[src/hw/tag_pkg.sv]
package tag_pkg;

  // Tag bus geometry
  localparam int num_clients_lp  = 4;
  localparam int client_id_w_lp  = 2;
  localparam int payload_w_lp    = 8;
  localparam int len_w_lp        = 4;

  // Start bit, client id and length ahead of the payload
  localparam int tag_hdr_w_lp = 1 + client_id_w_lp + len_w_lp;
  localparam int tag_pkt_w_lp = tag_hdr_w_lp + payload_w_lp;
  localparam int tag_cnt_w_lp = $clog2(tag_pkt_w_lp + 1);

  // Trace memory
  localparam int trace_depth_lp  = 32;
  localparam int trace_addr_w_lp = 5;
  localparam int trace_word_w_lp = 16;
  localparam int wait_w_lp       = 14;

  typedef enum logic [1:0] {
    op_nop  = 2'b00,
    op_send = 2'b01,
    op_wait = 2'b10,
    op_done = 2'b11
  } trace_op_e;

  typedef struct packed {
    logic [client_id_w_lp-1:0] client;
    logic [len_w_lp-1:0]       len;
    logic [payload_w_lp-1:0]   payload;
  } trace_send_s;

  typedef struct packed {
    logic [wait_w_lp-1:0] count;
  } trace_wait_s;

  // Same 14 bits, read per opcode
  typedef union packed {
    trace_send_s send_body;
    trace_wait_s wait_body;
  } trace_body_u;

  typedef struct packed {
    trace_op_e   op;
    trace_body_u body;
  } trace_word_s;

endpackage

[src/hw/tag_client_bank.sv]
`timescale 1ns/1ps

module tag_client_bank (
  input  logic                                                          clk_i,
  input  logic                                                          rst_i,
  input  logic                                                          wr_v_i,
  input  logic [tag_pkg::client_id_w_lp-1:0]                            wr_client_i,
  input  logic [tag_pkg::payload_w_lp-1:0]                              wr_data_i,
  output logic [tag_pkg::num_clients_lp-1:0][tag_pkg::payload_w_lp-1:0] cfg_o,
  output logic [tag_pkg::num_clients_lp-1:0]                            cfg_update_o
);

  logic [tag_pkg::num_clients_lp-1:0] wr_en;

  // One-hot client select
  always_comb
  begin
    wr_en = '0;
    if (wr_v_i)
    begin
      wr_en[wr_client_i] = 1'b1;
    end
  end

  always_ff @(posedge clk_i)
  begin
    if (rst_i)
    begin
      cfg_o        <= '0;
      cfg_update_o <= '0;
    end
    else
    begin
      cfg_update_o <= wr_en;
      for (int i = 0; i < tag_pkg::num_clients_lp; i++)
      begin
        if (wr_en[i])
        begin
          cfg_o[i] <= wr_data_i;
        end
      end
    end
  end

endmodule

[src/hw/tag_config_top.sv]
`timescale 1ns/1ps

module tag_config_top (
  input  logic                                                          clk_i,
  input  logic                                                          rst_i,
  input  logic                                                          load_v_i,
  input  logic [tag_pkg::trace_addr_w_lp-1:0]                           load_addr_i,
  input  logic [tag_pkg::trace_word_w_lp-1:0]                           load_data_i,
  input  logic                                                          start_i,
  output logic                                                          busy_o,
  output logic                                                          done_o,
  output logic [tag_pkg::num_clients_lp-1:0][tag_pkg::payload_w_lp-1:0] cfg_o,
  output logic [tag_pkg::num_clients_lp-1:0]                            cfg_update_o
);

  logic [tag_pkg::trace_addr_w_lp-1:0] rd_addr;
  logic [tag_pkg::trace_word_w_lp-1:0] rd_data;

  // Serial tag bus
  logic tag_en;
  logic tag_data;

  logic                               wr_v;
  logic [tag_pkg::client_id_w_lp-1:0] wr_client;
  logic [tag_pkg::payload_w_lp-1:0]   wr_data;

  tag_trace_mem u_trace_mem
    (.clk_i(clk_i), .rst_i(rst_i)
    ,.load_v_i(load_v_i), .load_addr_i(load_addr_i), .load_data_i(load_data_i)
    ,.rd_addr_i(rd_addr), .rd_data_o(rd_data)
    );

  tag_trace_replay u_replay
    (.clk_i(clk_i), .rst_i(rst_i), .start_i(start_i)
    ,.rd_addr_o(rd_addr), .rd_data_i(rd_data)
    ,.tag_en_o(tag_en), .tag_data_o(tag_data)
    ,.busy_o(busy_o), .done_o(done_o)
    );

  tag_master u_master
    (.clk_i(clk_i), .rst_i(rst_i), .tag_en_i(tag_en), .tag_data_i(tag_data)
    ,.wr_v_o(wr_v), .wr_client_o(wr_client), .wr_data_o(wr_data)
    );

  tag_client_bank u_bank
    (.clk_i(clk_i), .rst_i(rst_i)
    ,.wr_v_i(wr_v), .wr_client_i(wr_client), .wr_data_i(wr_data)
    ,.cfg_o(cfg_o), .cfg_update_o(cfg_update_o)
    );

endmodule

[src/hw/tag_master.sv]
`timescale 1ns/1ps

module tag_master (
  input  logic                               clk_i,
  input  logic                               rst_i,
  input  logic                               tag_en_i,
  input  logic                               tag_data_i,
  output logic                               wr_v_o,
  output logic [tag_pkg::client_id_w_lp-1:0] wr_client_o,
  output logic [tag_pkg::payload_w_lp-1:0]   wr_data_o
);

  logic                               en_r;
  logic [tag_pkg::tag_cnt_w_lp-1:0]   bit_idx_r;
  logic [tag_pkg::client_id_w_lp-1:0] client_r;
  logic [tag_pkg::len_w_lp-1:0]       len_r;
  logic [tag_pkg::payload_w_lp-1:0]   data_r;
  logic [tag_pkg::tag_cnt_w_lp-1:0]   pay_idx;
  logic                               pay_bit;

  //////////////////////////////
  // Bit position in the packet
  assign pay_idx = bit_idx_r - tag_pkg::tag_cnt_w_lp'(tag_pkg::tag_hdr_w_lp);

  // Only bits inside the announced length land in the payload
  assign pay_bit = (bit_idx_r >= tag_pkg::tag_cnt_w_lp'(tag_pkg::tag_hdr_w_lp))
                && (pay_idx < tag_pkg::tag_cnt_w_lp'(len_r))
                && (pay_idx < tag_pkg::tag_cnt_w_lp'(tag_pkg::payload_w_lp));

  always_ff @(posedge clk_i)
  begin
    if (rst_i)
    begin
      en_r      <= 1'b0;
      bit_idx_r <= '0;
    end
    else
    begin
      en_r <= tag_en_i;
      if (tag_en_i)
      begin
        bit_idx_r <= bit_idx_r + 1'b1;
      end
      else
      begin
        bit_idx_r <= '0;
      end
    end
  end

  //////////////////////////////
  // Header and payload capture
  always_ff @(posedge clk_i)
  begin
    if (tag_en_i)
    begin
      if (bit_idx_r == '0)
      begin
        // Start bit clears the previous packet
        client_r <= '0;
        len_r    <= '0;
        data_r   <= '0;
      end
      else if (bit_idx_r <= tag_pkg::tag_cnt_w_lp'(tag_pkg::client_id_w_lp))
      begin
        client_r <= {client_r[tag_pkg::client_id_w_lp-2:0], tag_data_i};
      end
      else if (bit_idx_r < tag_pkg::tag_cnt_w_lp'(tag_pkg::tag_hdr_w_lp))
      begin
        len_r <= {len_r[tag_pkg::len_w_lp-2:0], tag_data_i};
      end
      else if (pay_bit)
      begin
        data_r[pay_idx[$clog2(tag_pkg::payload_w_lp)-1:0]] <= tag_data_i;
      end
    end
  end

  // Falling edge of the enable closes the packet
  assign wr_v_o      = en_r & ~tag_en_i;
  assign wr_client_o = client_r;
  assign wr_data_o   = data_r;

endmodule

[src/hw/tag_trace_mem.sv]
`timescale 1ns/1ps

module tag_trace_mem (
  input  logic                                clk_i,
  input  logic                                rst_i,
  input  logic                                load_v_i,
  input  logic [tag_pkg::trace_addr_w_lp-1:0] load_addr_i,
  input  logic [tag_pkg::trace_word_w_lp-1:0] load_data_i,
  input  logic [tag_pkg::trace_addr_w_lp-1:0] rd_addr_i,
  output logic [tag_pkg::trace_word_w_lp-1:0] rd_data_o
);

  logic [tag_pkg::trace_word_w_lp-1:0] mem_r [tag_pkg::trace_depth_lp];

  // Host load port
  always_ff @(posedge clk_i)
  begin
    if (load_v_i)
    begin
      mem_r[load_addr_i] <= load_data_i;
    end
  end

  // Registered read, data one cycle after the address
  always_ff @(posedge clk_i)
  begin
    if (rst_i)
    begin
      rd_data_o <= '0;
    end
    else
    begin
      rd_data_o <= mem_r[rd_addr_i];
    end
  end

endmodule

[src/hw/tag_trace_replay.sv]
`timescale 1ns/1ps

module tag_trace_replay (
  input  logic                                clk_i,
  input  logic                                rst_i,
  input  logic                                start_i,
  output logic [tag_pkg::trace_addr_w_lp-1:0] rd_addr_o,
  input  tag_pkg::trace_word_s                rd_data_i,
  output logic                                tag_en_o,
  output logic                                tag_data_o,
  output logic                                busy_o,
  output logic                                done_o
);

  typedef enum logic [2:0] {s_idle, s_fetch, s_decode, s_shift, s_wait} state_e;

  state_e                               state_r;
  logic [tag_pkg::trace_addr_w_lp-1:0]  addr_r;
  logic [tag_pkg::wait_w_lp-1:0]        cnt_r;
  logic [tag_pkg::tag_pkt_w_lp-1:0]     shift_r;
  logic                                 done_r;

  tag_pkg::trace_send_s                 send_body;
  tag_pkg::trace_wait_s                 wait_body;
  logic [tag_pkg::len_w_lp-1:0]         len_sat;
  logic [tag_pkg::payload_w_lp-1:0]     payload_rev;
  logic                                 last_entry;
  logic                                 op_end;
  logic                                 stop;

  //////////////////////////////
  // Decode of the fetched word
  assign send_body  = rd_data_i.body.send_body;
  assign wait_body  = rd_data_i.body.wait_body;
  assign last_entry = (addr_r == tag_pkg::trace_addr_w_lp'(tag_pkg::trace_depth_lp - 1));

  assign len_sat = (send_body.len > tag_pkg::len_w_lp'(tag_pkg::payload_w_lp))
                 ? tag_pkg::len_w_lp'(tag_pkg::payload_w_lp) : send_body.len;

  // Payload goes out LSB first from an MSB-first shifter
  always_comb
  begin
    for (int i = 0; i < tag_pkg::payload_w_lp; i++)
    begin
      payload_rev[i] = send_body.payload[tag_pkg::payload_w_lp-1-i];
    end
  end

  always_comb
  begin
    op_end = 1'b0;
    if (state_r == s_decode)
    begin
      op_end = (rd_data_i.op == tag_pkg::op_nop)
            || (rd_data_i.op == tag_pkg::op_wait && wait_body.count == '0);
    end
    else if (state_r == s_shift || state_r == s_wait)
    begin
      op_end = (cnt_r == tag_pkg::wait_w_lp'(1));
    end
  end

  assign stop = (state_r == s_decode && rd_data_i.op == tag_pkg::op_done)
             || (op_end && last_entry);

  //////////////////////////////
  // Sequencer
  always_ff @(posedge clk_i)
  begin
    if (rst_i)
    begin
      state_r <= s_idle;
      addr_r  <= '0;
      cnt_r   <= '0;
      done_r  <= 1'b0;
    end
    else
    begin
      done_r <= stop;
      if (stop)
      begin
        state_r <= s_idle;
      end
      else if (op_end)
      begin
        addr_r  <= addr_r + 1'b1;
        state_r <= s_fetch;
      end
      else
      begin
        case (state_r)
          s_idle:
          begin
            if (start_i)
            begin
              addr_r  <= '0;
              state_r <= s_fetch;
            end
          end
          s_fetch: state_r <= s_decode;
          s_decode:
          begin
            if (rd_data_i.op == tag_pkg::op_send)
            begin
              cnt_r   <= tag_pkg::wait_w_lp'(tag_pkg::tag_hdr_w_lp) + tag_pkg::wait_w_lp'(len_sat);
              state_r <= s_shift;
            end
            else
            begin
              cnt_r   <= wait_body.count;
              state_r <= s_wait;
            end
          end
          default: cnt_r <= cnt_r - 1'b1;
        endcase
      end
    end
  end

  // Packet bits, start bit first
  always_ff @(posedge clk_i)
  begin
    if (state_r == s_decode)
    begin
      shift_r <= {1'b1, send_body.client, len_sat, payload_rev};
    end
    else if (state_r == s_shift)
    begin
      shift_r <= shift_r << 1;
    end
  end

  assign rd_addr_o  = addr_r;
  assign tag_en_o   = (state_r == s_shift);
  assign tag_data_o = shift_r[tag_pkg::tag_pkt_w_lp-1];
  assign busy_o     = (state_r != s_idle);
  assign done_o     = done_r;

endmodule

[config.mk]
export PLATFORM = sky130hd
export DESIGN_NAME = tag_config_top
export DESIGN_NICKNAME = d
export VERILOG_FILES = /design/src/hw/tag_pkg.sv /design/src/hw/tag_client_bank.sv /design/src/hw/tag_config_top.sv /design/src/hw/tag_master.sv /design/src/hw/tag_trace_mem.sv /design/src/hw/tag_trace_replay.sv
export SDC_FILE = /design/constraint.sdc
export NUM_CORES = 1
export LEC_CHECK = 0
export ABC_CLOCK_PERIOD_IN_PS = 3000
export BUFFER_PORTS_ARGS = -buffer_cell sky130_fd_sc_hd__buf_4
export CAP_MARGIN = 10
export CORE_MARGIN = 1.5
export CORE_UTILIZATION = 51
export CTS_CLUSTER_SIZE = 25
export DETAILED_ROUTE_END_ITERATION = 10
export MAX_ROUTING_LAYER = met4
export PLACE_DENSITY = 0.67
export SYNTH_ARGS = -nofsm -noshare
export SYNTH_HDL_FRONTEND = slang
export SYNTH_HIERARCHICAL = 1
export SYNTH_SLANG_ARGS = --single-unit
[constraint.sdc]
create_clock -name clk_i -period 3 [get_ports clk_i]
set_input_delay 0 -clock clk_i [delete_from_list [all_inputs] [get_ports clk_i]]
set_output_delay 0 -clock clk_i [all_outputs]
set_load 0.005 [all_outputs]
==> Word level (Yosys, flattened, before mapping) <==
Memory sizes are Yosys's and may differ from the RTL's. A register that Yosys moved wholly into a read port is not among the register bits.
Cells that the tools add are included.
W data, S select, Z words.
{ "totals": {"word_cells": 113, "in_bits": 25, "n_memories": 1, "ramBits": 512, "output_inout_bits": 38, "reg_bits": 93} }
{ "classes": {"n_eq_ne": 13, "n_bitwise": 5, "n_lt_le_gt_ge": 10, "reduce_logical": 34, "add_sub_neg": 5, "mux": 28} }
{ "memory_table": {"columns": ["memory", "words", "width", "read_ports", "rd_clocked_by_memory_dff", "wr", "line", "rtl"], "rows": [
  ["u_trace_mem.mem_r", 32, 16, 1, 1, 1, "tag_trace_mem.sv:13", "logic [tag_pkg::trace_word_w_lp-1:0] mem_r [tag_pkg::trace_depth_lp];"]
]} }
{ "ops": {"columns": ["cell", "n"], "rows": [
  ["$mux W14", 3],
  ["$pmux W14 S2", 1],
  ["$mux W8", 3],
  ["$mux W4", 4],
  ["$mux W5", 3],
  ["$eq A14 B1 Y1 const B", 1],
  ["$logic_not A14 Y1", 1],
  ["$sub A14 B1 Y14 const B", 1],
  ["$reduce_bool A2 Y1", 6],
  ["$pmux W3 S3", 1],
  ["$reduce_and A3 Y1", 3],
  ["$bwmux W8", 1],
  ["$logic_and A1 B1 Y1", 7],
  ["$mux W1", 7],
  ["$eq A3 B2 Y1 const B", 2],
  ["$mux W3", 2],
  ["$reduce_and A2 Y1", 3],
  ["$reduce_bool A3 Y1", 2],
  ["$reduce_or A2 Y1", 3],
  ["$add A3 B4 Y5 const A", 1],
  ["$add A5 B1 Y5 const B", 1],
  ["$eq A5 B5 Y1 const B", 1],
  ["$add A4 B1 Y4 const B", 1],
  ["$eq A2 B2 Y1 const B", 2],
  ["29 further kinds", 35]
]} }

==> Depth between registers and ports, before layout <==
Gate-level depths: netlist of run 1.
{ "depth": {"depth_word": 9, "depth_mapped": 8, "depth_no_buf": 8} }

==> Cells and area by module <==
Netlist of run 1, hierarchy kept.
{ "by_module_without_submodules": {"columns": ["mod", "area_each_um2", "n_inst", "seq_area_each_um2", "cells_each"], "rows": [
  ["tag_trace_mem", 20099.3, 1, 15695.1, 892],
  ["tag_trace_replay", 2328.5, 1, 900.9, 264],
  ["tag_client_bank", 1438.9, 1, 720.7, 128],
  ["tag_master", 967.2, 1, 520.5, 92]
]} }

==> Worst setup path after synthesis of run 1 <==
OpenSTA, ideal clock, no wires.
{ "synth_path": {"path_kind": "register to register", "start": "register u_master/bit_idx_r[0] in the netlist's numbering", "end": "register u_master.data_r (netlist bit u_master/wr_data_o[0]) (enable)", "path_buffers": 1, "synth_period_minus_slack_ps": 2278, "arrival_time_ps": 1908, "stages_incl_launch_ff": 9, "t_required_ps": 2630, "setup_time_ps": 370, "slack_ps": 722, "path_cell_list": "dfxtp_1 -> buf_4 -> inv_1 -> ha_1 -> ha_1 -> a21boi_0 -> o211ai_1 -> a31oi_1 -> nor2_1"} }
{ "synth_via": {"elab_chain_cells": 6, "word_cells_on_any_way": 13, "classes_between": "1 x add/sub; 5 x order compare; 2 x eq/ne; 5 x reduce/logical"} }
{ "synth_rtl": {"columns": ["item", "line", "rtl"], "rows": [
  ["from (decl)", "tag_master.sv:14", "logic [tag_pkg::tag_cnt_w_lp-1:0] bit_idx_r;"],
  ["from (signal assigned)", "tag_master.sv:42", "bit_idx_r <= bit_idx_r + 1'b1;"],
  ["$sub A4 B3 Y4 (*)", "tag_master.sv:23", "assign pay_idx = bit_idx_r - tag_pkg::tag_cnt_w_lp'(tag_pkg::tag_hdr_w_lp);"],
  ["named net u_master.pay_idx (one bit)", "tag_master.sv:18", "logic [tag_pkg::tag_cnt_w_lp-1:0] pay_idx;"],
  ["$lt A4 B4 Y1", "tag_master.sv:27", "&& (pay_idx < tag_pkg::tag_cnt_w_lp'(len_r))"],
  ["$logic_and A1 B1 Y1", "tag_master.sv:27", null],
  ["$logic_and A1 B1 Y1 (*)", "tag_master.sv:28", "&& (pay_idx < tag_pkg::tag_cnt_w_lp'(tag_pkg::payload_w_lp));"],
  ["$reduce_bool A2 Y1 (no line) (*)", null, null],
  ["$reduce_and A4 Y1 (no line) (*)", null, null],
  ["to (signal, indexed assignment)", "tag_master.sv:74", "data_r[pay_idx[$clog2(tag_pkg::payload_w_lp)-1:0]] <= tag_data_i;"],
  ["to (decl)", "tag_master.sv:17", "logic [tag_pkg::payload_w_lp-1:0] data_r;"]
]} }
The timed path passes the listed nets; every way through them passes the cells marked *.
A chain may end at the register's enable or synchronous reset.

==> qor.csv, run 1 <==
metric,value,unit
numCtsBuffers,66,
die_y,224,um
fp.dieArea,0.0500,mm2
dp_hpwl,34700,um
gp_congestion,0.854,
slew_viol_final,0,
synth_area_per_cell,18.0,um2
path_max_fanout,33,
max_slew_margin,0.492,
async_flop_share,0,
maxCapViolations,0,
rsz0062_at_grt,false,
start_util,0.519,
num_vias,13400,
area_growth,14.9,%
wire_per_inst,26.2,um
worstRegToRegCells,5,
fin_skew,0.0243,ns
dp_cells,2044,
worst_pin_slew,0.761,ns
grt_antenna_before_repair,1,
instances_no_fill,2183,
syn_nets,1412,
drt-initial-drc-count,1459,
multi_input_area,0.00641,mm2
synthFlopType,edfxtp_1,
ctsRootBufferMaster,clkbuf_16,
outcome,finished clean,
synth_edf_count,540,
hold_depth,3,
cts_resized,0,
grt_pass1_wl,85100,um
clk_pin_slew,0.06,ns
drt_first_pass_iters,5,
hold_ws,0.0721,ns
synthCells,1376,
p_total,0.0196,W
period_minus_slack,2.50,ns
overflow,0,
yosysWarnings,6,
cts_htree_levels,3,
p_leak,9.48,nW
fillers,3505,
layout.area.seq,0.0178,mm2
hold_buffers,22,
ant_nets,0,
setup_viol_count_final,0,
period_share,0.833,
ys_seq_area_frac,0.718,
grt_max_degree,49,
finalHoldViolCount,0,
crit_required,3.46,ns
syn-cell-area,0.0248,mm2
cts_buffer_depth,3,
drive_gt1_frac,0.228,
die_x,224,um
cts_setup_buffers,0,
cts_tree,yes,
ys_ff_latch,621,
first_global_vias,13300,
num_rows,80,
hp-class,in -> reg,
io_buffers,62,
max-vdd-ir-drop,0.480,mV
core-area,0.0478,mm2
crit_type,reg -> reg,
drc_errors,0,
io_pins,63,
critPathArrivalTime,2.96,ns
avgViaCountPerCell,6.12,
cts_num_sinks,621,
nets,1555,
fin_tns_setup,0,ns
synth_cell_types,81,
drt_wl_total,57100,um
powerDensity,686,mW/mm2
clk_latency,0.59,ns
worst_setup_path_start_kind,flip-flop,
fmax,0.400,GHz
worst_setup_path_end_kind,flip-flop,
grtUsageTotal,0.240,
==> sequential cells by signal, indices dropped and copies added, names as in the netlist <==
register / cells
u_replay/state_r: 3
u_master/len_r: 4
u_master/wr_client_o: 2
u_master/wr_data_o: 8
u_master/bit_idx_r: 4
u_replay/cnt_r: 14
u_replay/done_o: 1
u_trace_mem/mem_r: 512
u_bank/cfg_o: 32
u_master/en_r: 1
u_replay/shift_r: 15
u_bank/cfg_update_o: 4
u_trace_mem/rd_data_o: 16
u_replay/rd_addr_o: 5
==> critical path, cell delays in order, from the launching register on <==
cell,delay [ns]
dfxtp_4,0.73
buf_12,0.30
mux4_2,0.34
mux2i_1,0.53
a221o_1,0.34
a31oi_1,0.05
==> per-layer routing <==
layer,share of wire,global-route usage,vias to the layer above
met2,0.50,0.391,504
met1,0.41,0.310,6933
li1,-,-,5823
met3,0.060,0.0405,104
met4,0.033,0.0806,0
met5,0,-,-
==> where the power goes <==
part	internal [W]	switching [W]	leakage [nW]
registers	0.00960	0.000178	5.54
logic	0.000710	0.000990	2.89
clock network	0.00492	0.00320	1.06
total	0.0152	0.00436	9.48
==> logic make-up after synthesis <==
kind of cell | count (synthesis) | share of synthesized area
fa+ha+maj | 11 | 0.00554
simple gates | 263 | 0.0557
xor+xnor | 4 | 0.00171
mux | 212 | 0.143
compound gates | 168 | 0.0517
buf+inv | 97 | 0.0238
flops | 621 | 0.718
==> area by class of cell <==
type                    instances  share of cell area
repair buffers                155              0.0449
well taps                     615              0.0270
flip-flops and latches        621               0.625
multi-input cells             658               0.225
clock buffers                  85              0.0644
diodes                          1           0.0000877
inverters                      17             0.00224
clock inverters                31              0.0117
==> Yosys cell counts (10+ instances only) <==
cell type / instances / area [um2]
mux4_2: 103 / 2320
buf_4: 12 / 90.1
a21oi_1: 21 / 105
edfxtp_1: 540 / 16200
nor2b_1: 12 / 75.1
nand2b_1: 45 / 282
a31oi_1: 25 / 156
clkbuf_1: 26 / 97.6
a22oi_1: 16 / 120
ha_1: 11 / 138
nor2_1: 68 / 255
nand3_1: 19 / 95.1
nand2_1: 63 / 236
a221o_1: 16 / 160
o21ai_0: 17 / 85.1
buf_2: 24 / 120
dfxtp_1: 81 / 1620
a221oi_1: 10 / 87.6
inv_1: 15 / 56.3
mux2i_1: 100 / 1000
==> final timing paths <==
kind	start	endpoint	slack, ns
max	u_replay/rd_addr_o[2]	u_trace_mem/rd_data_o[6]	0.50
max reg2reg	u_replay/rd_addr_o[2]	u_trace_mem/rd_data_o[6]	0.50
min	load_addr_i[4]	u_trace_mem/mem_r[10][13]	0.07
min reg2reg	u_bank/cfg_o[25]	u_bank/cfg_o[25]	0.48
==> cells in the final DEF, fill, tap and decap left out, types with 15 or more instances in the layout <==
| cell | instances |
|---|---|
| mux4_2 | 103 |
| nand2b_1 | 45 |
| o21ai_0 | 17 |
| mux2i_1 | 100 |
| edfxtp_1 | 540 |
| a221o_1 | 16 |
| nand2_1 | 63 |
| dlygate4sd3_1 | 22 |
| a31oi_1 | 25 |
| buf_4 | 128 |
| dfxtp_1 | 78 |
| clkbuf_16 | 70 |
| a22oi_1 | 16 |
| inv_1 | 15 |
| nor2_1 | 68 |
| a21oi_1 | 21 |
| nand3_1 | 19 |
==> through the flow <==
stage	instance area [um2]	util	worst slack [ns]
after floorplan	24800	-	0.722
after global placement	26200	0.547	0.574
after detailed placement	26200	0.547	0.562
after CTS	28500	0.597	0.550
after global routing	28500	0.597	0.424
final	28500	0.597	0.501
Note: power is estimated with default switching activity, not from simulation.
==> run 2, diff against run 1 <==
--- a/config.mk
+++ b/config.mk
@@ -5,7 +5,8 @@
 export SDC_FILE = /design/constraint.sdc
 export NUM_CORES = 1
 export LEC_CHECK = 0
-export ABC_CLOCK_PERIOD_IN_PS = 3000
+export ABC_AREA = 1
+export ABC_CLOCK_PERIOD_IN_PS = 2200
 export BUFFER_PORTS_ARGS = -buffer_cell sky130_fd_sc_hd__buf_4
 export CAP_MARGIN = 10
 export CORE_MARGIN = 1.5
@@ -13,7 +14,7 @@
 export CTS_CLUSTER_SIZE = 25
 export DETAILED_ROUTE_END_ITERATION = 10
 export MAX_ROUTING_LAYER = met4
-export PLACE_DENSITY = 0.67
+export PLACE_DENSITY = 0.7
 export SYNTH_ARGS = -nofsm -noshare
 export SYNTH_HDL_FRONTEND = slang
 export SYNTH_HIERARCHICAL = 1
==> constraint.sdc (replaced) <==
create_clock -name clk_i -period 2.2 [get_ports clk_i]
set_input_delay 0 -clock clk_i [delete_from_list [all_inputs] [get_ports clk_i]]
set_output_delay 0 -clock clk_i [all_outputs]
set_load 0.005 [all_outputs]
==> run 2 against run 1 <==
  * Wire length is 8.7% higher
  * Count of clock-buffer cells in the layout is the same
  * Clock power rose by 26%
  * Design area is 3.3% higher
  * Power grew 52%
  * Area after synthesis rose by 5.4%
  * Non-clock buffer count increased by 4
  * Critical path type unchanged
  * Largest power group unchanged
==> qor.csv, run 2 <==
metric,value,unit
synthFlopType,edfxtp_1,
p_leak,11.5,nW
dp_cells,3164,
period_minus_slack,2.01,ns
core-area,0.0504,mm2
ys_seq_area_frac,0.682,
yosysMostFrequentCell,nand2_1,
setup_ws,0.192,ns
dp_hpwl,35800,um
synth_cell_types,39,
yosysTopAreaCellShare,0.620,
io_pins,63,
avgViaCountPerCell,5.43,
synth_edf_count,540,
area_growth,12.7,%
period_share,0.913,
drt_first_pass_iters,6,
ctsRootBufferMaster,clkbuf_16,
io_buffers,62,
drt-initial-drc-count,1776,
finalHoldViolCount,0,
ys_top_cells_by_count,"796 x nand2_1, 540 x edfxtp_1, 391 x nand3_1, 274 x nor2_1, 111 x inv_1",
largestRegisters,"u_trace_mem/mem_r: 512 flops, u_bank/cfg_o: 32 flops, u_trace_mem/rd_data_o: 16 flops",
fin_skew,0.0226,ns
hp-class,in -> reg,
worst_setup_path_end_kind,flip-flop,
cts_tree,yes,
first_global_vias,17000,
crit_top_cell,nand2_1,
drive_gt1_frac,0.0964,
maxCapViolations,0,
worst_pin_slew,0.940,ns
clk_latency,0.63,ns
ys_ff_latch,621,
ant_nets,0,
fmax,0.498,GHz
overflow,0,
wire_per_inst,18.8,um
worst_setup_path_start_kind,flip-flop,
powerDensity,1010,mW/mm2
fin_tns_setup,0,ns
clk_pin_slew,0.06,ns
fp.dieArea,0.0527,mm2
fin_util,0.585,
grt_pass1_wl,95500,um
place_ws,0.134,ns
drt_wl_total,62100,um
setup_viol_count_final,0,
num_rows,82,
grt_antenna_before_repair,0,
drc_errors,0,
gp_congestion,0.890,
layout_common_cells,"796 x nand2_1, 540 x edfxtp_1, 391 x nand3_1",
max_slew_margin,0.372,
cpMaxStageDelayCell,dfxtp_2,
path_cells,ha_1 -> nand2_1 -> nand2_4 -> inv_1 -> ha_1 -> nand2_1 -> inv_1 -> nand2_1 -> nand4_1 -> a21oi_1 -> buf_4,
cts_num_sinks,621,
cts_buffer_depth,3,
synth_top_area_cell,edfxtp_1,
crit_required,2.53,ns
numCtsBuffers,61,
async_flop_share,0,
rsz0062_at_grt,false,
grtUsageTotal,0.243,
yosysWarnings,6,
slew_viol_final,0,
outcome,finished clean,
fillers,4061,
grt_max_degree,110,
die_y,230,um
crit_type,reg -> reg,
crit_path_max_incr_delay,0.38,ns
cts_htree_levels,2,
syn_nets,2517,
final_common_cell,nand2_1,
start_util,0.519,
instances_no_fill,3297,
synthCells,2481,
critPathArrivalTime,2.34,ns
reg2reg_slack,0.19,ns
insertedDiodeCount,0,
syn-cell-area,0.0262,mm2
num_vias,17900,
regMostFlops,u_trace_mem/mem_r,
largest_reg_flops,512,
synthTopCellsByArea,"edfxtp_1 62%, nand2_1 11%, nand3_1 7.5%",
nets,2611,
die_x,230,um
max-vdd-ir-drop,0.725,mV
synth_area_per_cell,10.5,um2
path_max_fanout,8,
run 2: cell types whose count changed in the layout (fill, tap and decap cells not counted), sizes merged, moves of 45 or more:
| cell | change |
|---|---|
| o21ai | +49 |
| inv | +99 |
| nand3 | +376 |
| mux4 | -112 |
| nor2 | +209 |
| nand2 | +736 |
| mux2i | -100 |
| nand2b | -45 |
run 2: repair_timing:
| action | in CTS | in global routing |
|---|---|---|
| resized for setup | 0 | 2 |
| endpoints found under the hold margin | 530 | 0 |
| hold buffers | 20 | 0 |
| setup endpoints to repair | 0 | 8 |
| buffers inserted | 0 | 0 |
run 2: final cells by class:
class | instances | area (um2) | share of cell area
tap | 672 | 841 | 0.0285
clock inverter | 28 | 269 | 0.00912
clock buffer | 85 | 1700 | 0.0578
inverter | 118 | 453 | 0.0154
timing repair buffer | 159 | 1410 | 0.0477
sequential | 621 | 17800 | 0.605
multi-input combinational | 1614 | 6960 | 0.236
run 2: worst max-delay path: cells and delay by family (launching register included):
family	cells	cell delay, ns
AO/OA/AOI/OAI	1	0.14
flip-flops	1	0.38
buffers and inverters	3	0.29
AND/OR/NAND/NOR	5	0.46
adder cells (fa/ha/maj)	2	0.45
run 2: path summary, 6_finish.rpt:
| check | from | to | depth (start not counted) |
|---|---|---|---|
| max | u_master/bit_idx_r[0] | u_master/wr_data_o[1] | 11 |
| min | load_addr_i[3] | u_trace_mem/mem_r[31][4] | 4 |
| max reg2reg | u_master/bit_idx_r[0] | u_master/wr_data_o[1] | 11 |
| min reg2reg | u_replay/shift_r[13] | u_replay/shift_r[14] | 2 |
run 2: layer usage:
| metal | track usage | share of wire |
|---|---|---|
| met1 | 0.311 | 0.41 |
| met4 | 0.0829 | 0.031 |
| met2 | 0.397 | 0.49 |
| met5 | - | 0 |
| met3 | 0.0378 | 0.070 |
run 2: metrics by stage:
step	total power, W	hold slack [ns]	instance area [um2]
after global routing	0.0312	0.0894	29500
after CTS	0.0299	0.0283	29500
after floorplan	0.0181	0.0691	26200
after detailed placement	0.0197	0.313	27300
final	0.0298	0.0677	29500
after global placement	0.0196	0.319	27300
run 2: kinds of logic after synthesis:
logic type	after synthesis	synth area share
AND/OR/NAND/NOR	1483	0.236
flip-flops	621	0.682
buffers and inverters	246	0.0522
AO/OA/AOI/OAI	114	0.0228
adder cells (fa/ha/maj)	11	0.00526
XOR/XNOR	6	0.00201
run 2: power breakdown:
part / total [W] / switching [W] / internal (W)
combinational: 0.00591 / 0.00406 / 0.00185
sequential: 0.0136 / 0.000320 / 0.0133
clock: 0.0102 / 0.00433 / 0.00587
